### src/rtl/tenyr_pkg.sv
package tenyr_pkg;

    // Word-addressed address map
    localparam logic [31:0] RAM_BASE   = 32'h0000_1000;
    localparam int unsigned RAM_ABITS  = 8;
    localparam logic [31:0] RAM_MASK   = ~((32'd1 << RAM_ABITS) - 32'd1);
    localparam logic [31:0] SEG7_BASE  = 32'h0000_0100;
    localparam logic [31:0] SEG7_MASK  = 32'hffff_fffe;   // 2 words
    localparam logic [31:0] GPIO_BASE  = 32'h0000_0200;
    localparam logic [31:0] GPIO_MASK  = 32'hffff_fffc;   // 4 words

    localparam int unsigned GPIO_COUNT = 24;
    localparam int unsigned FIFO_DEPTH = 4;
    localparam int unsigned FIFO_PW    = $clog2(FIFO_DEPTH);
    localparam int unsigned FIFO_CW    = $clog2(FIFO_DEPTH + 1);
    localparam int unsigned SCAN_DIV   = 4;                // Short for simulation
    localparam int unsigned SCAN_W     = $clog2(SCAN_DIV);

    // Slave order also sets decode priority
    localparam int unsigned NUM_SLAVES = 4;
    localparam int unsigned SLV_W      = $clog2(NUM_SLAVES);
    localparam int unsigned SLV_GPIO   = 0;
    localparam int unsigned SLV_SEG7   = 1;
    localparam int unsigned SLV_RAM    = 2;
    localparam int unsigned SLV_DEF    = 3;

    // Default slave matches everything
    localparam logic [NUM_SLAVES-1:0][31:0] MATCH_BASE = {
        32'h0, RAM_BASE, SEG7_BASE, GPIO_BASE};
    localparam logic [NUM_SLAVES-1:0][31:0] MATCH_MASK = {
        32'h0, RAM_MASK, SEG7_MASK, GPIO_MASK};

    // Bus master sequencer states
    localparam logic [1:0] MST_IDLE = 2'd0;
    localparam logic [1:0] MST_BUS  = 2'd1;
    localparam logic [1:0] MST_RESP = 2'd2;

    typedef union packed {
        struct packed {
            logic [31-RAM_ABITS:0] tag;
            logic [RAM_ABITS-1:0]  idx;   // RAM word index
        } mem;
        struct packed {
            logic [29:0] page;
            logic [1:0]  rnum;            // Device register number
        } io;
    } wb_adr_u;

    typedef struct packed {
        logic        we;
        logic [3:0]  sel;
        wb_adr_u     adr;
        logic [31:0] dat;
    } host_cmd_t;

    typedef struct packed {
        logic [31:0] dat;
    } host_rsp_t;

    typedef struct packed {
        wb_adr_u     adr;
        logic [31:0] dat;
        logic        we;
        logic [3:0]  sel;
        logic        stb;
        logic        cyc;
    } wb_req_t;

    typedef struct packed {
        logic [31:0] dat;
        logic        ack;
    } wb_rsp_t;

endpackage

### src/rtl/wb_host_master.sv
module wb_host_master import tenyr_pkg::*; (
    input  logic      clk,
    input  logic      reset_i,
    input  logic      cmd_valid_i,
    output logic      cmd_pop_o,
    input  host_cmd_t cmd_i,
    output wb_req_t   wb_req_o,
    input  wb_rsp_t   wb_rsp_i,
    output logic      rsp_valid_o,
    output host_rsp_t rsp_o
);

    logic [1:0]  state_q;
    host_cmd_t   cmd_q;
    logic [31:0] rdata_q;
    logic        bus_q;

    assign bus_q     = (state_q == MST_BUS);
    assign cmd_pop_o = (state_q == MST_IDLE) & cmd_valid_i;   // Take one command at a time

    always_ff @(posedge clk) begin
        if (reset_i) begin
            state_q <= MST_IDLE;
        end else begin
            case (state_q)
                MST_IDLE: if (cmd_valid_i) state_q <= MST_BUS;
                MST_BUS:  if (wb_rsp_i.ack) state_q <= MST_RESP;
                MST_RESP: state_q <= MST_IDLE;
                default:  state_q <= MST_IDLE;
            endcase
        end
    end

    always_ff @(posedge clk) begin
        if (cmd_pop_o) begin
            cmd_q <= cmd_i;
        end
        if (bus_q && wb_rsp_i.ack) begin
            rdata_q <= wb_rsp_i.dat;               // Write cycles capture it too
        end
    end

    // Request held stable from the latched command until ack
    always_comb begin
        wb_req_o.adr = cmd_q.adr;
        wb_req_o.dat = cmd_q.dat;
        wb_req_o.we  = cmd_q.we;
        wb_req_o.sel = cmd_q.sel;
        wb_req_o.stb = bus_q;
        wb_req_o.cyc = bus_q;
    end

    assign rsp_valid_o = (state_q == MST_RESP);   // One cycle after ack
    assign rsp_o.dat   = rdata_q;

endmodule

### config.mk
export PLATFORM = sky130hd
export DESIGN_NAME = wb_host_master
export DESIGN_NICKNAME = d
export VERILOG_FILES = /design/src/rtl/tenyr_pkg.sv /design/src/rtl/wb_host_master.sv
export SDC_FILE = /design/constraint.sdc
export NUM_CORES = 1
export LEC_CHECK = 0
export BUFFER_PORTS_ARGS = -buffer_cell sky130_fd_sc_hd__buf_2
export CAP_MARGIN = 20
export CORE_MARGIN = 2
export CORE_UTILIZATION = 37
export DETAILED_ROUTE_END_ITERATION = 8
export PLACE_DENSITY = 0.79
export SLEW_MARGIN = 30
export SYNTH_ARGS = -nofsm -noshare
export SYNTH_HDL_FRONTEND = slang
export SYNTH_SLANG_ARGS = --single-unit
### constraint.sdc
create_clock -name clk -period 6.1 [get_ports clk]
set_clock_uncertainty 0.05 [all_clocks]
set_input_delay 0.305 -clock clk [delete_from_list [all_inputs] [get_ports clk]]
set_output_delay 0.305 -clock clk [all_outputs]
set_load 0.005 [all_outputs]
; Yosys cells after proc, flatten, opt, wreduce, memory -nomap -nowiden
; Index checks and enable logic that the tools add are counted.
[totals]
register_bits = 103
out_inout_bits = 105
in_bits = 105
[op_classes]
reduce_logical = 3
bitwise = 1
n_eq_ne = 4
muxes = 3
[ops]
columns = operator, n
row1 = $mux W2, 2
row2 = $ne A2 B2 Y1 const B, 2
row3 = $pmux W2 S2, 1
row4 = $eq A2 B1 Y1 const B, 1
row5 = $eq A2 B2 Y1 const B, 1
row6 = $logic_not A2 Y1, 1
row7 = $reduce_and A2 Y1, 1
row8 = $and A1 B1 Y1, 1
row9 = $logic_and A1 B1 Y1, 1

; Depth between registers and ports, before layout
[logic_depth]
ltp_word = 3
depth_mapped = 2
depth_no_buf = 2

; Worst setup path after synthesis
; No wires, ideal clock.
[synth_path]
path_type = reg2reg
from = register state_q[1]
to = register cmd_q, in the netlist wb_req_o[10], enable pin
path_buffers = 0
period_less_slack_ns = 6.125
stages_incl_launch_ff = 2
t_arrival_ns = 5.475
required_ns = 5.450
setup_slack_ns = -0.025
path_cell_list = dfxtp_1 > nor3b_1
[synth_between]
elab_chain_len = 2
[synth_lines]
columns = item, line
row1 = from (decl), wb_host_master.sv:13  ; logic [1:0] state_q;
row2 = from (signal assigned), wb_host_master.sv:23  ; state_q <= MST_IDLE;
row3 = from (signal assigned), wb_host_master.sv:26  ; MST_IDLE: if (cmd_valid_i) state_q <= MST_BUS;
row4 = from (signal assigned), wb_host_master.sv:27  ; MST_BUS: if (wb_rsp_i.ack) state_q <= MST_RESP;
row5 = $logic_not A2 Y1, wb_host_master.sv:19  ; assign cmd_pop_o = (state_q == MST_IDLE) & cmd_valid_i;
row6 = $and A1 B1 Y1, wb_host_master.sv:19
row7 = via cmd_pop_o, wb_host_master.sv:5  ; output logic cmd_pop_o,
row8 = to (signal assigned), wb_host_master.sv:36  ; cmd_q <= cmd_i;
row9 = to (decl), wb_host_master.sv:14  ; host_cmd_t cmd_q;
; The timed path passes the listed nets, and every way through them passes these cells.
; A chain may end at the register's enable or synchronous reset.

; Final worst setup path
[layout_path]
from = register state_q[1]
to = output cmd_pop_o
[layout_between]
elab_chain_len = 2
[layout_lines]
columns = item, line
row1 = $logic_not A2 Y1, wb_host_master.sv:19
row2 = $and A1 B1 Y1, wb_host_master.sv:19
row3 = to (decl), wb_host_master.sv:5
; No other way between the ends.

==> results.txt <==
----------------------------------------------------
[STA]
  Setup repair after global routing missed its margin ... false
  Endpoints failing hold ... 0
  Sum Neg Setup Slack ... 0 ns
  Worst rel slew slack ... 44.4%
  Fmax ... 451 MHz
  Number of endpoints failing setup at the final stage ... 0
  Post-route minimum period ... about 2.2 ns
  Slew @ Worst Pin ... 0.835 ns
  Final count of pins violating max slew ... 0
  Final hold slack ... between 0.06 and 0.07 ns
  Final clock period utilization by the worst path ... ~36%

[Yosys]
  Most common cell in the synthesized netlist ... sky130_fd_sc_hd__edfxtp_1
  Yosys warning count ... 0
  Average cell area after synthesis ... 28.0 µm²
  Number of enable flip-flop cells after synthesis ... 101
  Cells taking the most area after synthesis ... sky130_fd_sc_hd__edfxtp_1 97%, sky130_fd_sc_hd__dfxtp_1 1.3%, sky130_fd_sc_hd__buf_4 0.48%, sky130_fd_sc_hd__nor2b_1 0.40%, sky130_fd_sc_hd__a2111oi_1 0.32%
  Number of distinct library cells after synthesis ... 9
  Asr flop ratio synth ... 0%
  Gate count of the mapped netlist ... 112
  Share of Yosys cell area claimed by the top area cell type ... between 90% and 100%
  Cell type with the highest aggregate area in the netlist ... sky130_fd_sc_hd__edfxtp_1
  Leading cell types by count after synthesis ... 101 x sky130_fd_sc_hd__edfxtp_1, 2 x sky130_fd_sc_hd__buf_4, 2 x sky130_fd_sc_hd__dfxtp_1, 2 x sky130_fd_sc_hd__nor2b_1
  Synth Flop Type ... sky130_fd_sc_hd__edfxtp_1
  Sequential cell area fraction in the yosys report ... 97.9%
  Post-Synthesis Cell Area ... roughly 0.0031 mm²
  Yosys reg bits ... 103
  Net Count, Synth ... between 200 and 250

[GRT]
  Largest net degree at the start of global routing ... just over 70
  Overall overflow remaining after global route ... 0
  Total global routing track utilization ... 15.2%
  Vias in the first global route ... 1,878
  Initial antenna violation count ... 0
  Global-route wire length before repair ... about 10 mm

[Route]
  Length of the first detailed-routing pass in iterations ... 4
  Remaining routing DRC violations ... 0
  Initial DRC Count ... 59
  Final ANT Viol Nets ... 0
  Total Routed Length ... about 7.6 mm
  Ratio of routed vias to standard cells ... around 4.3
  Total via count in the routed design ... between 1,500 and 2,000
  Average wire length per cell after detail routing ... 17.2 µm

[Clocking]
  Clock tree root driver cell ... sky130_fd_sc_hd__clkbuf_8
  Maximum number of buffers from clock root to sink ... 2
  Postcts setup bufs ... 0
  Clock slew at reported path FFs ... 0.10 ns
  Latest clock arrival within the worst-skew pair ... 0.35 ns
  Number of H-tree levels ... 3
  TritonCTS clock tree ... yes
  Num CTS Buffers ... 9
  Num Clock Sinks ... 103
  Number of instances resized during post-cts repair ... 0
  Number of hold buffers added after cts ... 0

[Flow run]
  Count of maximum capacitance violations ... 0

[Worst setup path]
  Worst path required time ... 5.74 ns
  Type of origin of the critical path ... register
  Peak fanout along the critical path ... 70
  Critical-path top delay cell ... sky130_fd_sc_hd__buf_4
  Slowest cell delay on critical path ... 0.67 ns
  Data arrival time at the worst-slack endpoint ... 1.86 ns
  Class of the most critical setup path ... register to output pin
  Critical path cell sequence ... nor3b_4 > buf_4 > buf_2
  R2R Setup Slk ... 4.42 ns
  Crit. End Element ... output pin

[Power and ir drop]
  Share of power burned in the clock network ... roughly 29%
  Areal power density over the cells ... 294 mW/mm²
  Switching Fraction ... 22.3%
  Leakage component of the power ... 1.92 nW
  Power share of the sequential group ... 63.1%
  Cell-internal power ... 1.03 mW
  Gate power share ... under 10%
  VDD IR max ... 0.132 mV
  Switch Pwr ... 0.296 mW

[Die]
  Initial cell density of the core ... 38.2%
  Die width ... between 90 and 100 µm
  Site Rows ... 33
  Core ar. ... 0.00822 mm²
  Number of placed I/O pins ... 210
  Chip Height ... 96.1 µm
  Die ar. ... 0.00923 mm²

[Final layout]
  ANT cells ... 0
  Final Non-Filler Cells ... approximately 440
  Final-stage net count ... 437
  Filler cell count ... 654
  Fraction of layout cells with a size suffix above 1 ... approximately two thirds
  Synth-to-layout area growth ... 43.6%
  End-of-flow core utilization ... between 50% and 60%

[Placement]
  HPWL Detailed ... between 5 and 6 mm
  Count of buffers inserted at the top-level ports ... 209
  Weighted congestion at the end of routability-driven global placement ... just over 0.7
  Cell total after placement ... 426

[Hold path]
  Hold crit path type ... primary input to register

[Outcome]
  Result of the run ... finished clean

----------------------------------------------------
==> layout by cell type, fill, tap and decap left out <==
master / count
sky130_fd_sc_hd__nor2b_1: 2
sky130_fd_sc_hd__edfxtp_1: 101
sky130_fd_sc_hd__buf_4: 2
sky130_fd_sc_hd__and3b_1: 1
sky130_fd_sc_hd__nor2_1: 1
sky130_fd_sc_hd__dfxtp_1: 2
sky130_fd_sc_hd__nor3b_4: 1
sky130_fd_sc_hd__inv_6: 1
sky130_fd_sc_hd__clkinvlp_4: 2
sky130_fd_sc_hd__a2111oi_1: 1
sky130_fd_sc_hd__clkinv_4: 1
sky130_fd_sc_hd__and2b_1: 1
sky130_fd_sc_hd__clkbuf_8: 9
sky130_fd_sc_hd__inv_8: 2
sky130_fd_sc_hd__buf_2: 209
==> layer usage <==
metal | global-route usage (%) | share of wire, % | up-vias
met5 | 0 | 0 | -
met1 | 18.2 | 36 | 902
met2 | 25.1 | 52 | 123
li1 | - | - | 885
met4 | 5.60 | 0.76 | 0
met3 | 5.87 | 11 | 6
==> flip-flops by register name, summed over array words and instances, names as in the netlist <==
signal,cells
state_q,2
rsp_o,32
wb_req_o,69
==> layout make-up <==
type | instances | area [µm²] | share of cell area, %
flip-flops and latches | 103 | 3070 | 68.2
repair buffers | 211 | 1060 | 23.5
well taps | 105 | 131 | 2.92
clock buffers | 9 | 124 | 2.75
multi-input cells | 7 | 61.3 | 1.36
clock inverters | 6 | 55.1 | 1.22
==> logic make-up (layout without fill, tap and decap cells) <==
group | Yosys count | in the layout | synth area share [%]
flops | 103 | 103 | 97.9
simple gates | 6 | 6 | 1.28
buf+inv | 2 | 226 | 0.478
compound gates | 1 | 1 | 0.319
==> path summary, 6_finish.rpt <==
check / from / to / depth (start not counted)
worst max-delay path: state_q[1] / cmd_pop_o / 3
worst min-delay path: cmd_i[22] / wb_req_o[29] / 1
worst max register to register: state_q[1] / wb_req_o[36] / 2
worst min register to register: state_q[1] / state_q[0] / 1
==> power by group through the flow <==
stage | sequential, mW | combinational [mW] | clock [mW]
4_1_cts | 0.837 | 0.104 | 0.402
6_report | 0.837 | 0.102 | 0.388
5_1_grt | 0.841 | 0.112 | 0.436
3_5_place_dp | 0.854 | 0.104 | 0
3_3_place_gp | 0.852 | 0.100 | 0
2_1_floorplan | 0.861 | 0.0182 | 0
==> critical path, delay by kind of cell, from the launching register on <==
family                 cells  cell delay [ns]
buffers and inverters      2             0.92
DFF                        1             0.38
and+or+nand+nor            1             0.19
==> metrics by stage <==
step / setup WS (ns) / total power, mW / area, µm²
floorplan: 2.46 / 0.879 / 3140
global placement: 4.27 / 0.952 / 4330
detailed placement: 4.23 / 0.958 / 4330
CTS: 3.84 / 1.34 / 4510
global route: 3.72 / 1.39 / 4510
finish: 3.88 / 1.33 / 4510
(Power assumes the default switching activity.)
