`src/rtl/tenyr_pkg.sv`:
```
package tenyr_pkg;

    // Word-addressed address map
    localparam logic [31:0] RAM_BASE   = 32'h0000_1000;
    localparam int unsigned RAM_ABITS  = 8;
    localparam logic [31:0] RAM_MASK   = ~((32'd1 << RAM_ABITS) - 32'd1);
    localparam logic [31:0] SEG7_BASE  = 32'h0000_0100;
    localparam logic [31:0] SEG7_MASK  = 32'hffff_fffe;   // 2 words
    localparam logic [31:0] GPIO_BASE  = 32'h0000_0200;
    localparam logic [31:0] GPIO_MASK  = 32'hffff_fffc;   // 4 words

    localparam int unsigned GPIO_COUNT = 24;
    localparam int unsigned FIFO_DEPTH = 4;
    localparam int unsigned FIFO_PW    = $clog2(FIFO_DEPTH);
    localparam int unsigned FIFO_CW    = $clog2(FIFO_DEPTH + 1);
    localparam int unsigned SCAN_DIV   = 4;                // Short for simulation
    localparam int unsigned SCAN_W     = $clog2(SCAN_DIV);

    // Slave order also sets decode priority
    localparam int unsigned NUM_SLAVES = 4;
    localparam int unsigned SLV_W      = $clog2(NUM_SLAVES);
    localparam int unsigned SLV_GPIO   = 0;
    localparam int unsigned SLV_SEG7   = 1;
    localparam int unsigned SLV_RAM    = 2;
    localparam int unsigned SLV_DEF    = 3;

    // Default slave matches everything
    localparam logic [NUM_SLAVES-1:0][31:0] MATCH_BASE = {
        32'h0, RAM_BASE, SEG7_BASE, GPIO_BASE};
    localparam logic [NUM_SLAVES-1:0][31:0] MATCH_MASK = {
        32'h0, RAM_MASK, SEG7_MASK, GPIO_MASK};

    // Bus master sequencer states
    localparam logic [1:0] MST_IDLE = 2'd0;
    localparam logic [1:0] MST_BUS  = 2'd1;
    localparam logic [1:0] MST_RESP = 2'd2;

    typedef union packed {
        struct packed {
            logic [31-RAM_ABITS:0] tag;
            logic [RAM_ABITS-1:0]  idx;   // RAM word index
        } mem;
        struct packed {
            logic [29:0] page;
            logic [1:0]  rnum;            // Device register number
        } io;
    } wb_adr_u;

    typedef struct packed {
        logic        we;
        logic [3:0]  sel;
        wb_adr_u     adr;
        logic [31:0] dat;
    } host_cmd_t;

    typedef struct packed {
        logic [31:0] dat;
    } host_rsp_t;

    typedef struct packed {
        wb_adr_u     adr;
        logic [31:0] dat;
        logic        we;
        logic [3:0]  sel;
        logic        stb;
        logic        cyc;
    } wb_req_t;

    typedef struct packed {
        logic [31:0] dat;
        logic        ack;
    } wb_rsp_t;

endpackage

```
`src/rtl/seg7_dev.sv`:
```
module seg7_dev import tenyr_pkg::*; (
    input  logic       clk,
    input  logic       reset_i,
    input  wb_req_t    req_i,
    output wb_rsp_t    rsp_o,
    output logic [7:0] seg_o,
    output logic [3:0] an_o
);

    logic [15:0]       value_q;
    logic [31:0]       dat_q;
    logic              ack_q;
    logic [SCAN_W-1:0] div_q;
    logic [1:0]        digit_q;
    logic              scan_on_q;
    logic              access;
    logic [3:0]        nibble;

    // Active-low gfedcba pattern
    function automatic logic [6:0] hex7(input logic [3:0] n);
        case (n)
            4'h0: hex7 = 7'h40;
            4'h1: hex7 = 7'h79;
            4'h2: hex7 = 7'h24;
            4'h3: hex7 = 7'h30;
            4'h4: hex7 = 7'h19;
            4'h5: hex7 = 7'h12;
            4'h6: hex7 = 7'h02;
            4'h7: hex7 = 7'h78;
            4'h8: hex7 = 7'h00;
            4'h9: hex7 = 7'h10;
            4'ha: hex7 = 7'h08;
            4'hb: hex7 = 7'h03;
            4'hc: hex7 = 7'h46;
            4'hd: hex7 = 7'h21;
            4'he: hex7 = 7'h06;
            default: hex7 = 7'h0e;
        endcase
    endfunction

    assign access = req_i.stb & req_i.cyc & ~ack_q;

    always_ff @(posedge clk) begin
        if (reset_i) begin
            value_q <= '0;
            ack_q   <= 1'b0;
        end else begin
            ack_q <= access;
            if (access && req_i.we && req_i.adr.io.rnum == 2'd0) begin
                if (req_i.sel[0]) value_q[7:0]  <= req_i.dat[7:0];
                if (req_i.sel[1]) value_q[15:8] <= req_i.dat[15:8];
            end
        end
    end

    always_ff @(posedge clk) begin
        if (access) begin
            dat_q <= (req_i.adr.io.rnum == 2'd0) ? {16'h0, value_q} : 32'h0;
        end
    end

    // Digit moves every SCAN_DIV cycles and stays blank until the first wrap
    always_ff @(posedge clk) begin
        if (reset_i) begin
            div_q     <= '0;
            digit_q   <= '0;
            scan_on_q <= 1'b0;
        end else if (div_q == SCAN_W'(SCAN_DIV - 1)) begin
            div_q     <= '0;
            scan_on_q <= 1'b1;
            if (scan_on_q) digit_q <= digit_q + 1'b1;
        end else begin
            div_q <= div_q + 1'b1;
        end
    end

    assign nibble    = value_q[4*digit_q +: 4];
    assign an_o      = scan_on_q ? ~(4'b0001 << digit_q) : 4'hf;
    assign seg_o     = {1'b1, hex7(nibble)};   // Decimal point off
    assign rsp_o.dat = dat_q;
    assign rsp_o.ack = ack_q;

endmodule

```
`config.mk`:
```
export PLATFORM = sky130hd
export DESIGN_NAME = seg7_dev
export DESIGN_NICKNAME = d
export VERILOG_FILES = /design/src/rtl/tenyr_pkg.sv /design/src/rtl/seg7_dev.sv
export SDC_FILE = /design/constraint.sdc
export NUM_CORES = 1
export LEC_CHECK = 0
export BUFFER_PORTS_ARGS = -buffer_cell sky130_fd_sc_hd__buf_2
export CAP_MARGIN = 5
export CORE_MARGIN = 10
export CORE_UTILIZATION = 44
export CTS_CLUSTER_SIZE = 10
export DETAILED_ROUTE_END_ITERATION = 10
export PLACE_DENSITY = 0.77
export SYNTH_ARGS = -nofsm -noshare
export SYNTH_HDL_FRONTEND = slang
export SYNTH_SLANG_ARGS = --single-unit
```
`constraint.sdc`:
```
create_clock -name clk -period 2.16 [get_ports clk]
set_clock_uncertainty 0.2 [all_clocks]
set_input_delay 0.216 -clock clk [delete_from_list [all_inputs] [get_ports clk]]
set_output_delay 0.216 -clock clk [all_outputs]
set_load 0.02 [all_outputs]
```
### Word level (Yosys, flattened, before mapping)

Memories as Yosys holds them, arrays and structs flattened.
Cells that the tools add are included.

| word-level totals | value |
|---|---|
| register bits | 54 |
| logic and storage cells | 26 |
| output and inout bits | 45 |
| memories kept | 1 |
| input port bits | 73 |
| memory bits (read-only) | 112 |

| operators by class | value |
|---|---|
| equality and inequality tests | 1 |
| shifts and indexed selects | 2 |
| bitwise gates (word level) | 4 |
| multiplexer cells | 1 |
| reductions and logical operators | 7 |
| add/subtract/negate cells | 2 |

Memory list:

| name | depth | bits a word | read ports | clocked after Yosys merged registers in | write ports | line | source |
|---|---|---|---|---|---|---|---|
| (no name shown) | 16 | 7 | 1 | 0 | 0 | seg7_dev.sv:21 | `case (n)` |

Operators by type and width:

| cell | count |
|---|---|
| indexed part select 16 x 5 -> 4 bit | 1 |
| AND reduction 2 bit | 3 |
| adder 2 x 1 -> 2 bit (second input constant) | 2 |
| two-way mux 4 bit | 1 |
| NOT 4 bit | 1 |
| left shift 1 x 2 -> 4 bit (first input constant) | 1 |
| bitwise AND 1 bit | 2 |
| equality test 2 bit (second input constant) | 1 |
| logical AND 1 bit | 2 |
| zero test 2 bit | 1 |
| OR reduction 2 bit | 1 |
| NOT 1 bit | 1 |

### Depth between registers and ports, before layout

| depth | value |
|---|---|
| word-level depth | 5 |
| gate-level depth with buffers | 7 |
| depth with buffers taken out | 6 |

### Least setup slack after synthesis

OpenSTA, ideal clock, no wires.

| path | value |
|---|---|
| path type | register -> output |
| start point | reg digit_q[0] |
| end point | out seg_o[3] |
| stages on the path, launching flop included | 8 |
| required time | 1.744 ns |
| arrival time | 1.870 ns |
| setup slack | -0.126 ns |
| buffers on the path | 1 |
| cells stage by stage | dfxtp_1 buf_6 mux4_2 inv_1 ha_1 inv_1 mux2i_1 mux2i_1 |

| on the way | value |
|---|---|
| word-level cells in the longest chain between the ends | 2 |

Ends and longest elaborated chain:

| what | line | source |
|---|---|---|
| from (decl) | seg7_dev.sv:14 | `logic [1:0] digit_q;` |
| from (signal assigned) | seg7_dev.sv:71 | `if (scan_on_q) digit_q <= digit_q + 1'b1;` |
| indexed part select 16 x 5 -> 4 bit | seg7_dev.sv:77 | `assign nibble = value_q[4*digit_q +: 4];` |
| memory (16 x 7 bit) | n/a |  |
| to (decl) | seg7_dev.sv:6 | `output logic [7:0] seg_o,` |

No other way between the ends.

### Final worst setup path

Ends and elaborated chain as after synthesis.

==> summary.md <==
| Metric | Value |
|---|---|
| RSZ-0062 raised after global routing | true |
| Hold depth | 3 |
| Crit path capture type | output pin |
| DRT antenna net count | 0 |
| CTS Sinks | 38 |
| CP Class | flop to output pin |
| Die ar. | about 0.0079 mm2 |
| CP most frequent cell | mux2i_2 |
| HPWL after DPL | roughly 3.8 mm |
| Post-route insts no fill | 334 |
| Slew Limit Fails | 0 |
| Row cnt | 25 |
| Main combinational cell family by area after synthesis | simple AND/OR/NAND/NOR gates |
| Mapped Area | between 0.002 and 0.0025 mm2 |
| Hold Path Class | input pin to flop |
| First-pass GRT wire length | between 8 and 9 mm |
| Hold Path End | value_q[3] |
| Core area | approximately 0.0047 mm2 |
| Min-delay src | req_i[2] |
| Buf/Inv on CP | 2 |
| Nets | 363 |
| Overall power | 1420 uW |
| Post-synthesis mux area share | under 10% |
| Pre-Repair DR Iteration Count | 4 |
| R2r worst-path depth | 5 |
| Yosys warnings | 0 |
| Leak Pwr | 0.00109 uW |
| Initial antenna violation count | 0 |
| Die height | 88.9 um |
| TNS Setup | -1.95 ns |
| Synth Register Bits | 38 |
| Pwr dens | approximately 510 mW/mm2 |
| CP delay by family, top | multiplexers |
| Endpoints failing setup | 7 |
| CTS tree | yes |
| IO Count | 118 |
| Most common cell after layout, fill and taps aside | buf_2 |
| Unique masters post-synth | 33 |
| Global route overflow | 0 |
| Vias in the first global route | roughly 1700 |
| Seq/Total Area, Yosys | between 40% and 50% |
| Via count | approximately 1700 |
| TritonCTS buffer count | 5 |
| Relative slew margins | 55.6% |
| Compound-cell area share of the yosys netlist | between 10% and 20% |
| Routed vias/inst | roughly 5.1 |
| Total track usage | around 13% |
| Post-Synth XOR/XNOR Area | 0.838% |
| Drc violations | 0 |
| Worst Path Arrival | roughly 2 ns |
| Crit share post-route | 115% |
| PortBufs | 52 |
| Syn_area_per_cell | about 10 um2 |
| Pin count of the biggest net entering global routing | 33 |
| Worst-margin pin slew | 0.664 ns |
| Max Fanout on Critical Path | 5 |
| Max-cap violation count | 0 |
| Reg2Reg Capture Point | value_q[1] |
| Min cycle time layout | 2.48 ns |
| Cells after synthesis | ~200 |
| Setup ws final | -0.318 ns |
| Die W | between 80 and 90 um |
| Iter 0 DRT Violations | 85 |
| Clock Pin Slew Worst Setup and Hold Paths | 0.07 ns |
| Clock latency on the worst-skew pair | around 0.29 ns |
| Average wire per standard cell | approximately 15 um |
| Crit-path slowest cell | mux4_2 |
| Status | complete, but fails checks |
| Starting density of the core | approximately 45% |
| Fin. Hold Viols | 0 |
| Synth Area in Simple Gates | ~16% |
| Routed WL | a little over 5 mm |
| Placer Congestion | between 0.8 and 0.9 |
| Share of layout cells above drive strength 1 | about two fifths |
| # diodes | 0 |
| Clock root cell | clkbuf_8 |
| CTS Buffer Depth | 2 |
| Synthesized-area fraction occupied by adder cells | roughly 6.6% |
| CP max stage delay | 0.59 ns |
| Inst Count DP | a little over 300 |
| CTS HTree Levels | 2 |
| Peak supply drop | roughly 0.30 mV |
| F_max | slightly above 400 MHz |
| CP Cell Sequence | mux4_2 -> buf_6 -> ha_2 -> mux2i_2 -> mux2i_2 -> buf_4 |
| CP Launch Type | flop |
| Fill cells | 384 |
| Worst flop-to-flop path startpoint | ack_q |
| WP data required | between 1.5 and 2 ns |
| Most frequent cells in the layout | buf_2, dfxtp_1, buf_4 |
| Area growth syn-to-layout | 33.9% |
| R2R Setup Slk | between 0.6 and 0.7 ns |
| Failing checks | negative setup slack |
-- synthesized netlist by cell type --
master / number / area, um2
nand2_1: 6 / 22.5
mux2_4: 1 / 15.0
o31ai_1: 16 / 120
o21ai_1: 3 / 15.0
buf_2: 2 / 10.0
nand3_1: 4 / 20.0
ha_1: 11 / 138
nand2b_1: 1 / 6.26
and2_1: 16 / 100
mux4_1: 1 / 26.3
clkinv_1: 1 / 3.75
nor3_1: 1 / 5.00
buf_6: 3 / 33.8
or3b_2: 1 / 8.76
nor2_1: 5 / 18.8
a211oi_2: 1 / 12.5
a21oi_1: 17 / 85.1
o21ai_0: 1 / 5.00
nand4_1: 16 / 100
nor3b_1: 4 / 30.0
mux2_1: 2 / 22.5
nand3b_1: 2 / 15.0
mux4_2: 3 / 67.6
nor3b_2: 1 / 12.5
mux2i_1: 4 / 40.0
edfxtp_1: 16 / 480
conb_1: 2 / 7.51
xnor2_1: 2 / 17.5
inv_1: 10 / 37.5
clkbuf_1: 8 / 30.0
dfxtp_1: 22 / 440
buf_4: 18 / 135
a21o_1: 1 / 7.51
-- worst max-delay path by stage --
stage | cells after the start | start | end
final | 6 | digit_q[0] | seg_o[3]
after global routing | 7 | digit_q[0] | seg_o[3]
after CTS | 6 | digit_q[0] | seg_o[3]
after detailed placement | 7 | digit_q[0] | seg_o[3]
after global placement | 7 | digit_q[0] | seg_o[3]
after floorplan | 7 | digit_q[0] | seg_o[3]
-- metrics by stage --
step / utilization [%] / area [um2] / setup slack [ns] / hold WS, ns
floorplan: - / 2160 / -0.0704 / 0.0871
global placement: 51.2 / 2390 / -0.148 / 0.213
detailed placement: 51.2 / 2390 / -0.266 / 0.223
CTS: 59.0 / 2750 / -0.324 / 0.0681
global route: 60.0 / 2800 / -0.402 / 0.0745
finish: 60.0 / 2800 / -0.318 / 0.0748
-- layer usage --
layer	vias to the layer above	GRT usage [%]	wire (um)
li1	841	-	-
met1	784	13.3	1980
met2	51	23.8	2700
met3	11	3.28	354
met4	0	5.14	116
met5	-	0	0
-- worst reg2reg max path: stages, from the launching register on --
cell and delay [ns]:
dfxtp_1 0.31, nand3b_1 0.17, clkinv_1 0.06, buf_4 0.32, nand4_1 0.18, a21oi_1 0.16
-- cell families after synthesis --
kind of cell	count (synthesis)
compound gates	39
xor+xnor	2
fa+ha+maj	11
buf+inv	42
flops	38
mux	11
other cells	2
simple gates	57
-- area by class of cell --
cell class	instances	area [um2]	share of cell area [%]
multi-input cells	137	1080	38.5
flip-flops and latches	38	926	33.1
repair buffers	86	593	21.2
clock buffers	5	68.8	2.46
well taps	54	67.6	2.42
inverters	11	48.8	1.74
clock inverters	3	16.3	0.581
-- power by group --
part	leakage (uW)	internal, uW	switching (uW)
Sequential	0.000329	765	9.21
Combinational	0.000722	67.7	119
Clock	0.0000416	220	236
Total	0.00109	1050	364
-- registers in the layout (all words and copies together), names as in the netlist --
register / cells
scan_on_q: 1
value_q: 16
digit_q: 2
ack_q: 1
dat_q: 16
div_q: 2
-- repair_timing --
action / 4_1_cts / 5_1_grt
resized for setup: 28 / 14
hold buffers: 16 / 0
hold endpoints to repair: 16 / 0
pin swaps: 1 / 3
setup buffers: 2 / 1
setup endpoints to repair: 7 / 7
Power figures use the tool's default switching activity.
