--- config.mk ---
export PLATFORM = sky130hd
export DESIGN_NAME = gpio_dev
export DESIGN_NICKNAME = d
export VERILOG_FILES = /design/src/rtl/tenyr_pkg.sv /design/src/rtl/gpio_dev.sv
export SDC_FILE = /design/constraint.sdc
export NUM_CORES = 1
export LEC_CHECK = 0
export ABC_AREA = 0
export BUFFER_PORTS_ARGS = -buffer_cell sky130_fd_sc_hd__clkbuf_2
export CAP_MARGIN = 10
export CORE_MARGIN = 3
export CORE_UTILIZATION = 38
export CTS_CLUSTER_SIZE = 12
export DETAILED_ROUTE_END_ITERATION = 10
export PLACE_DENSITY = 0.78
export SLEW_MARGIN = 20
export SYNTH_ARGS = -nofsm -noshare
export SYNTH_HDL_FRONTEND = slang
export SYNTH_SLANG_ARGS = --single-unit
--- constraint.sdc ---
create_clock -name clk -period 1.1 [get_ports clk]
set_clock_uncertainty 0.1 [all_clocks]
set_input_delay 0.165 -clock clk [delete_from_list [all_inputs] [get_ports clk]]
set_output_delay 0.165 -clock clk [all_outputs]
set_load 0.02 [all_outputs]
--- src/rtl/tenyr_pkg.sv ---
package tenyr_pkg;

    // Word-addressed address map
    localparam logic [31:0] RAM_BASE   = 32'h0000_1000;
    localparam int unsigned RAM_ABITS  = 8;
    localparam logic [31:0] RAM_MASK   = ~((32'd1 << RAM_ABITS) - 32'd1);
    localparam logic [31:0] SEG7_BASE  = 32'h0000_0100;
    localparam logic [31:0] SEG7_MASK  = 32'hffff_fffe;   // 2 words
    localparam logic [31:0] GPIO_BASE  = 32'h0000_0200;
    localparam logic [31:0] GPIO_MASK  = 32'hffff_fffc;   // 4 words

    localparam int unsigned GPIO_COUNT = 24;
    localparam int unsigned FIFO_DEPTH = 4;
    localparam int unsigned FIFO_PW    = $clog2(FIFO_DEPTH);
    localparam int unsigned FIFO_CW    = $clog2(FIFO_DEPTH + 1);
    localparam int unsigned SCAN_DIV   = 4;                // Short for simulation
    localparam int unsigned SCAN_W     = $clog2(SCAN_DIV);

    // Slave order also sets decode priority
    localparam int unsigned NUM_SLAVES = 4;
    localparam int unsigned SLV_W      = $clog2(NUM_SLAVES);
    localparam int unsigned SLV_GPIO   = 0;
    localparam int unsigned SLV_SEG7   = 1;
    localparam int unsigned SLV_RAM    = 2;
    localparam int unsigned SLV_DEF    = 3;

    // Default slave matches everything
    localparam logic [NUM_SLAVES-1:0][31:0] MATCH_BASE = {
        32'h0, RAM_BASE, SEG7_BASE, GPIO_BASE};
    localparam logic [NUM_SLAVES-1:0][31:0] MATCH_MASK = {
        32'h0, RAM_MASK, SEG7_MASK, GPIO_MASK};

    // Bus master sequencer states
    localparam logic [1:0] MST_IDLE = 2'd0;
    localparam logic [1:0] MST_BUS  = 2'd1;
    localparam logic [1:0] MST_RESP = 2'd2;

    typedef union packed {
        struct packed {
            logic [31-RAM_ABITS:0] tag;
            logic [RAM_ABITS-1:0]  idx;   // RAM word index
        } mem;
        struct packed {
            logic [29:0] page;
            logic [1:0]  rnum;            // Device register number
        } io;
    } wb_adr_u;

    typedef struct packed {
        logic        we;
        logic [3:0]  sel;
        wb_adr_u     adr;
        logic [31:0] dat;
    } host_cmd_t;

    typedef struct packed {
        logic [31:0] dat;
    } host_rsp_t;

    typedef struct packed {
        wb_adr_u     adr;
        logic [31:0] dat;
        logic        we;
        logic [3:0]  sel;
        logic        stb;
        logic        cyc;
    } wb_req_t;

    typedef struct packed {
        logic [31:0] dat;
        logic        ack;
    } wb_rsp_t;

endpackage

--- src/rtl/gpio_dev.sv ---
module gpio_dev import tenyr_pkg::*; (
    input  logic                  clk,
    input  logic                  reset_i,
    input  wb_req_t               req_i,
    output wb_rsp_t               rsp_o,
    input  logic [GPIO_COUNT-1:0] gpio_i,
    output logic [GPIO_COUNT-1:0] gpio_o,
    output logic [GPIO_COUNT-1:0] gpio_oe_o
);

    logic [GPIO_COUNT-1:0] data_q;
    logic [GPIO_COUNT-1:0] dir_q;    // 1 drives the pin
    logic [GPIO_COUNT-1:0] pins;
    logic                  access;

    assign access = req_i.stb & req_i.cyc;

    always_ff @(posedge clk) begin
        if (reset_i) begin
            data_q <= '0;
            dir_q  <= '0;                          // All inputs
        end else if (access && req_i.we) begin
            case (req_i.adr.io.rnum)
                2'd0:    data_q <= req_i.dat[GPIO_COUNT-1:0];
                2'd1:    dir_q  <= req_i.dat[GPIO_COUNT-1:0];
                default: data_q <= data_q;
            endcase
        end
    end

    // Driven pins read back their own value
    assign pins = (data_q & dir_q) | (gpio_i & ~dir_q);

    always_comb begin
        rsp_o.ack = access;                        // Same-cycle ack
        case (req_i.adr.io.rnum)
            2'd0:    rsp_o.dat = 32'(pins);
            2'd1:    rsp_o.dat = 32'(dir_q);
            default: rsp_o.dat = 32'h0;
        endcase
    end

    assign gpio_o    = data_q;
    assign gpio_oe_o = dir_q;

endmodule

Yosys cells after proc, flatten, opt, wreduce, memory -nomap -nowiden
Index checks and enable logic that the tools add are counted.

storage, ports and cells
  bits in registers = 48
  input bits = 97
  output and inout bits = 81
  logic and storage cells = 13

operators by class
  equal/unequal tests = 1
  multiplexer cells = 1
  bitwise operators = 5
  reduce and logical (&&, ||, !) cells = 4

operators by type and width
  kind                number
  $and 24x24->24      2
  $pmux 24 s2         1
  $not 24->24         1
  $or 24x24->24       1
  $reduce_and 2->1    2
  $eq 2x1->1 const B  1
  $logic_not 2->1     1
  $and 1x1->1         1
  $logic_and 1x1->1   1

Depth between registers and ports, before layout
Gate-level depths: netlist of the first run.

  word-level depth = 4
  gate-level depth with buffers = 5
  mapped depth without buffers = 3

Least setup slack after synthesis of the first run
Ideal clock, no wire load.

  path type = input-to-output
  from = input port req_i[39] (netlist bit)
  to = output port rsp_o[10] (netlist bit)
  arrival time = 1.175 ns
  setup slack = -0.340 ns
  cell stages on the path = 4
  path buffers = 2
  cell sequence = buf_4 clkbuf_1 or3b_1 a21oi_1

RTL lines
  element          RTL line       text
  start, declared  gpio_dev.sv:4  input wb_req_t req_i,
  end, declared    gpio_dev.sv:5  output wb_rsp_t rsp_o,

==> flow_summary.toml, run 1 <==
[timing]
fmax_mhz = 627
timing.final.crit_share = 1.45
finalSetupTns_ns = -11.76
grt_setup_unrepaired = "yes"
final-hold-violation-count = 0
final.min_clock_period_ns = 1.59
timing.final.max_slew_violations = 0
layout_setup_ws_ns = -0.495
setup_viol = 57
hold_ws_ns = 0.0226

[setup_path]
flop_to_flop_setup_slack_ns = 0.05
cpLargestDelayFamily = "simple AND/OR/NAND/NOR gates"
critPathRequiredTime_ns = 0.83
r2r.worst_path.cells = 5
setup.worst_path.end = "rsp_o[24]"
cp.depth = 3
r2r-end = "gpio_o[20]$_SDFFE_PP0P_"
critical_path.max_fanout = 2
critical_path_buf_inv_count = 1
cp_cell_sequence = "or3b_4 > a21oi_4 > buf_8"
worst_r2r_startpoint = "gpio_o[20]$_SDFFE_PP0P_"
crit_path_top_delay_cell = "sky130_fd_sc_hd__or3b_4"
cp_data_arrival_time_ns = 1.33
worst_setup_path_startpoint = "gpio_oe_o[23]$_SDFFE_PP0P_"
crit_path_start_kind = "flip-flop"
setup.worst_path.class = "reg -> out"
max_stage_delay_ns = 0.38
cp-end-kind = "primary output"

[finish]
finish.net_count = 566
multiInputGateArea_sq_um = 1820
post-route-cell-area_sq_um = 4850
mostFrequentLayoutCells = "sky130_fd_sc_hd__o21ai_1, sky130_fd_sc_hd__buf_8, sky130_fd_sc_hd__clkbuf_2, sky130_fd_sc_hd__nand2b_1, sky130_fd_sc_hd__dfxtp_2"
mostFrequentLayoutCell = "sky130_fd_sc_hd__o21ai_1"
fill_cells = 443
drive_gt1_frac = 0.610
finalCoreUtilization = 0.746
antennaDiodeCount = 0
area_growth_pct = 85.8
final-seq-area_sq_um = 1020

[clock_tree]
tritoncts.num_buffers = 5
clock_sink_count = 48
htree_num_levels = 2
cts_tree = "yes"
clk_slew_on_worst_s_h_paths_ns = 0.08
clock_tree.buffer_depth = 2
clk_root_buffer_cell = "sky130_fd_sc_hd__clkbuf_8"
cts_hold_buffers = 0
clock_latency_ns = 0.29

[die]
initial_core_utilization = 0.402
dieArea_sq_um = 7900
io_pins = 178
die_h_um = 88.9
placement_rows = 29
die_x_um = 88.9
floorplan.core_area_sq_um = 6490

[power]
leakage_nw = 2.05
p_per_area_nw_per_um2 = 759
irDropWorstVdd_mv = 0.524
p_total_mw = 3.68

[outcome]
outcome = "finished, violations left"
violations = "setup timing"

[synth]
ys_warn_count = 0
syn-cell-area_sq_um = 2610
syn-mean-instance-area_sq_um = 8.56
synth.lib_cells_used.distinct = 20
synthCells = 305
flops_latches_synth = 48
synth_seq_area_share = 0.368

[global_routing]
antenna_found_initial = 0
maximum_number_of_pins_on_one_net_before_global_route_repair = 43
number_of_global_route_vias_before_repair = 2915
grt_use_total = 0.224
grt_overflow_total = 0
grt_pass1_wl_mm = 13.6

[placement]
port-buffer-count = 127
dp_hpwl_mm = 5.75
postPlaceCellArea_sq_um = 3900
gpl.final_weighted_congestion = 0.756

[routing]
drc = 0
vias = 2823
initialDrtViolationCount = 87
routed_wirelength_mm = 9.39
first_pass_iters = 4
avgViaCountPerCell = 5.17
detail_route.wl_per_cell_um = 17.2
final_antenna_net_count = 0

[hold_path]
timing.hold.worst.class = "in -> reg"

[flow_run]
timing.max_cap.violations = 0
-- how the worst min path moves through the flow --
stage	startpoint	endpoint	slack, ns	cells after the start
finish	req_i[28]	gpio_o[21]$_SDFFE_PP0P_	0.02	3
global route	req_i[14]	gpio_o[7]$_SDFFE_PP0P_	0.02	3
CTS	req_i[28]	gpio_o[21]$_SDFFE_PP0P_	0.007	3
detailed placement	req_i[16]	gpio_o[9]$_SDFFE_PP0P_	0.33	3
global placement	req_i[16]	gpio_o[9]$_SDFFE_PP0P_	0.33	3
floorplan	req_i[7]	gpio_o[0]$_SDFFE_PP0P_	0.23	2
-- timing repair --
action,CTS,global route
setup buffers,2,21
gates resized for setup,213,96
pin swaps,6,27
cloned,0,2
endpoints found under the setup margin,66,83
-- kinds of logic after synthesis --
logic type,synth area share
simple gates,0.277
compound gates,0.184
flops,0.368
buf+inv,0.0772
mux,0.0920
other cells,0.00144
-- through the flow --
stage	worst slack, ns	instances
after floorplan	-0.182	312
after global placement	-0.339	534
after detailed placement	-0.357	534
after CTS	-0.486	542
after global routing	-0.530	546
final	-0.495	546
-- state kept, by name (all words and copies together) (netlist names) --
signal	flops
gpio_o	24
gpio_oe_o	24
-- cell usage after synthesis (all sizes together) --
cell | number | area share
and2 | 2 | 0.0058
conb | 1 | 0.0014
mux2i | 24 | 0.092
and4b | 1 | 0.0053
nand2b | 49 | 0.12
or3b | 24 | 0.081
nor2b | 24 | 0.058
nand4b | 1 | 0.0034
dfxtp | 48 | 0.37
o21ai | 72 | 0.14
buf | 20 | 0.057
nand2 | 1 | 0.0043
a21oi | 24 | 0.046
clkbuf | 14 | 0.020
-- per-layer routing --
metal	vias up	GRT usage	routed length, um
met1	1329	0.243	3520
met3	35	0.0363	366
met5	-	0	0
met4	0	0.114	451
li1	1367	-	-
met2	92	0.414	5060
-- worst register-to-register path, stage by stage (launching register included) --
cell,delay [ns]
sky130_fd_sc_hd__dfxtp_2,0.34
sky130_fd_sc_hd__buf_6,0.12
sky130_fd_sc_hd__buf_4,0.12
sky130_fd_sc_hd__nor2b_1,0.13
sky130_fd_sc_hd__o21ai_1,0.07
sky130_fd_sc_hd__o21ai_1,0.07
-- power by group --
| part | internal, mW | switching [mW] |
|---|---|---|
| registers | 1.76 | 0.0173 |
| logic | 0.482 | 0.443 |
| clock network | 0.433 | 0.545 |
-- cell type report --
cell class / count / share of cell area
clock buffers: 6 / 0.0150
flip-flops and latches: 48 / 0.210
multi-input cells: 232 / 0.375
clock inverters: 1 / 0.00103
well taps: 77 / 0.0199
repair buffers: 182 / 0.379
Note: power is estimated with default switching activity, not from simulation.
==> run 2, diff against run 1 <==
- CORE_ASPECT_RATIO: not set -> 1.5
==> run 2 against run 1 <==
  * The flow still finishes with violations (setup timing)
  * Utilization decreased by 1.7 points
  * Die area is 0.26% higher
  * Non-clock buffer count decreased by 7
  * Combinational power down 2%
  * Cell count fell by 1.3%
  * Wire length rose by 3.0%
  * Cell area down 1.1%
  * Worst setup slack worse by 0.0014 ns
==> flow_summary.toml, run 2 (synthesized netlist as in run 1, its figures left out) <==
[outcome]
outcome = "finished, violations left"
violations = "setup timing"

[setup_path]
critPathRequiredTime_ns = 0.83
cp_data_arrival_time_ns = 1.33
critical_path.max_fanout = 2
cp-end-kind = "primary output"
cp_cell_sequence = "or3b_4 > a21oi_4 > buf_8"
setup.worst_path.class = "reg -> out"
crit_path_top_delay_cell = "sky130_fd_sc_hd__or3b_4"
critical_path_buf_inv_count = 1
max_stage_delay_ns = 0.39
cpLargestDelayFamily = "simple AND/OR/NAND/NOR gates"
crit_path_start_kind = "flip-flop"

[power]
power_report.internal_total_mw = 2.97
power_switching_mw = 1.06
power.clock.fraction = 0.334
sw_frac_of_total = 0.264
irDropWorstVdd_mv = 0.494
seq_power_share = 0.441
combPwrFrac = 0.225
p_per_area_nw_per_um2 = 842
leakage_nw = 2.03

[placement]
postPlaceCellArea_sq_um = 3830
port-buffer-count = 127
number_of_cells_in_the_design_after_placement = 526
gpl.final_weighted_congestion = 0.786
dp_hpwl_mm = 5.65
dp_worst_setup_slack_ns = -0.355

[global_routing]
maximum_number_of_pins_on_one_net_before_global_route_repair = 50
grt_use_total = 0.229
antenna_found_initial = 0
grt_pass1_wl_mm = 14.3
grt_overflow_total = 0
number_of_global_route_vias_before_repair = 2924

[routing]
initialDrtViolationCount = 166
routed_wirelength_mm = 9.67
avgViaCountPerCell = 5.35
detail_route.wl_per_cell_um = 17.9
drc = 0
vias = 2884
final_antenna_net_count = 0
first_pass_iters = 5

[die]
initial_core_utilization = 0.397
floorplan.core_area_sq_um = 6580
io_pins = 178
dieArea_sq_um = 7920
placement_rows = 36
die_h_um = 108
die_x_um = 73.7

[flow_run]
timing.max_cap.violations = 0

[finish]
mostFrequentLayoutCell = "sky130_fd_sc_hd__o21ai_1"
antennaDiodeCount = 0
drive_gt1_frac = 0.616
mostFrequentLayoutCells = "sky130_fd_sc_hd__o21ai_1, sky130_fd_sc_hd__clkbuf_2, sky130_fd_sc_hd__buf_8, sky130_fd_sc_hd__nand2b_1, sky130_fd_sc_hd__dfxtp_2"
finalCoreUtilization = 0.729
area_growth_pct = 83.7
finish.cell_count_without_fillers = 539
finish.net_count = 559
post-route-cell-area_sq_um = 4790

[timing]
final-hold-violation-count = 0
timing.final.crit_share = 1.45
fmax_mhz = 627
finalSetupTns_ns = -12.15
setup_viol = 52
timing.final.max_slew_violations = 0
final.min_clock_period_ns = 1.60
grt_setup_unrepaired = "yes"
layout_setup_ws_ns = -0.496

[clock_tree]
clock_sink_count = 48
clock_latency_ns = 0.29
clock_tree.buffer_depth = 2
tritoncts.num_buffers = 5
clk_slew_on_worst_s_h_paths_ns = 0.09
htree_num_levels = 2
cts_tree = "yes"
clk_root_buffer_cell = "sky130_fd_sc_hd__clkbuf_8"

[hold_path]
timing.hold.worst.class = "in -> reg"
[run 2: cell types whose count changed in the layout (fill, tap and decap cells not counted), sizes merged]
cell / previous run / this run
dlygate4sd3: 0 / 1
clkbuf: 66 / 64
buf: 122 / 116
bufinv: 0 / 1
[run 2: what timing repair did]
| action | 4_1_cts | 5_1_grt |
|---|---|---|
| setup endpoints to repair | 72 | 75 |
| endpoints found under the hold margin | 1 | 0 |
| buffers inserted | 3 | 16 |
| resized for setup | 211 | 94 |
| pin swaps | 6 | 14 |
| hold buffers | 1 | 0 |
| gates cloned | 0 | 2 |
[run 2: tightest hold or removal path: cells and delay by family]
kind / cells / cell delay, ns
buf+inv: 1 / 0.08
simple gates: 1 / 0.08
compound gates: 1 / 0.06
[run 2: stage by stage]
step                      total power, mW  hold slack [ns]
after floorplan                      2.30            0.232
final                                4.04           0.0157
after CTS                            4.01          0.00643
after global routing                 4.19           0.0138
after global placement               2.51            0.327
after detailed placement             2.52            0.336
[run 2: power groups by stage]
stage | registers (mW) | clock network [mW] | logic [mW]
after floorplan | 1.84 | 0 | 0.453
after global placement | 1.81 | 0 | 0.698
after detailed placement | 1.81 | 0 | 0.712
after CTS | 1.78 | 1.39 | 0.846
after global routing | 1.78 | 1.45 | 0.962
final | 1.78 | 1.35 | 0.909
[run 2: cell type report]
type	count	area, sq um
Clock buffer	6	82.6
Multi-Input combinational cell	232	1830
Clock inverter	2	38.8
Timing Repair Buffer	175	1730
Sequential cell	48	1020
Fill cell	431	1780
Tap cell	76	95.1
[run 2: final timing paths]
path	from	end	slack, ns	cells after the start
max	gpio_oe_o[17]$_SDFFE_PP0P_	rsp_o[18]	-0.50	3
max reg2reg	gpio_oe_o[5]$_SDFFE_PP0P_	gpio_oe_o[5]$_SDFFE_PP0P_	0.18	4
min reg2reg	gpio_oe_o[20]$_SDFFE_PP0P_	gpio_oe_o[20]$_SDFFE_PP0P_	0.50	3
min	req_i[23]	gpio_o[16]$_SDFFE_PP0P_	0.02	3
[run 2: per-layer routing]
metal  part of all wire  GRT usage
met2               0.55      0.423
met3              0.068     0.0514
met5                  0          0
met4              0.024     0.0959
met1               0.36      0.240
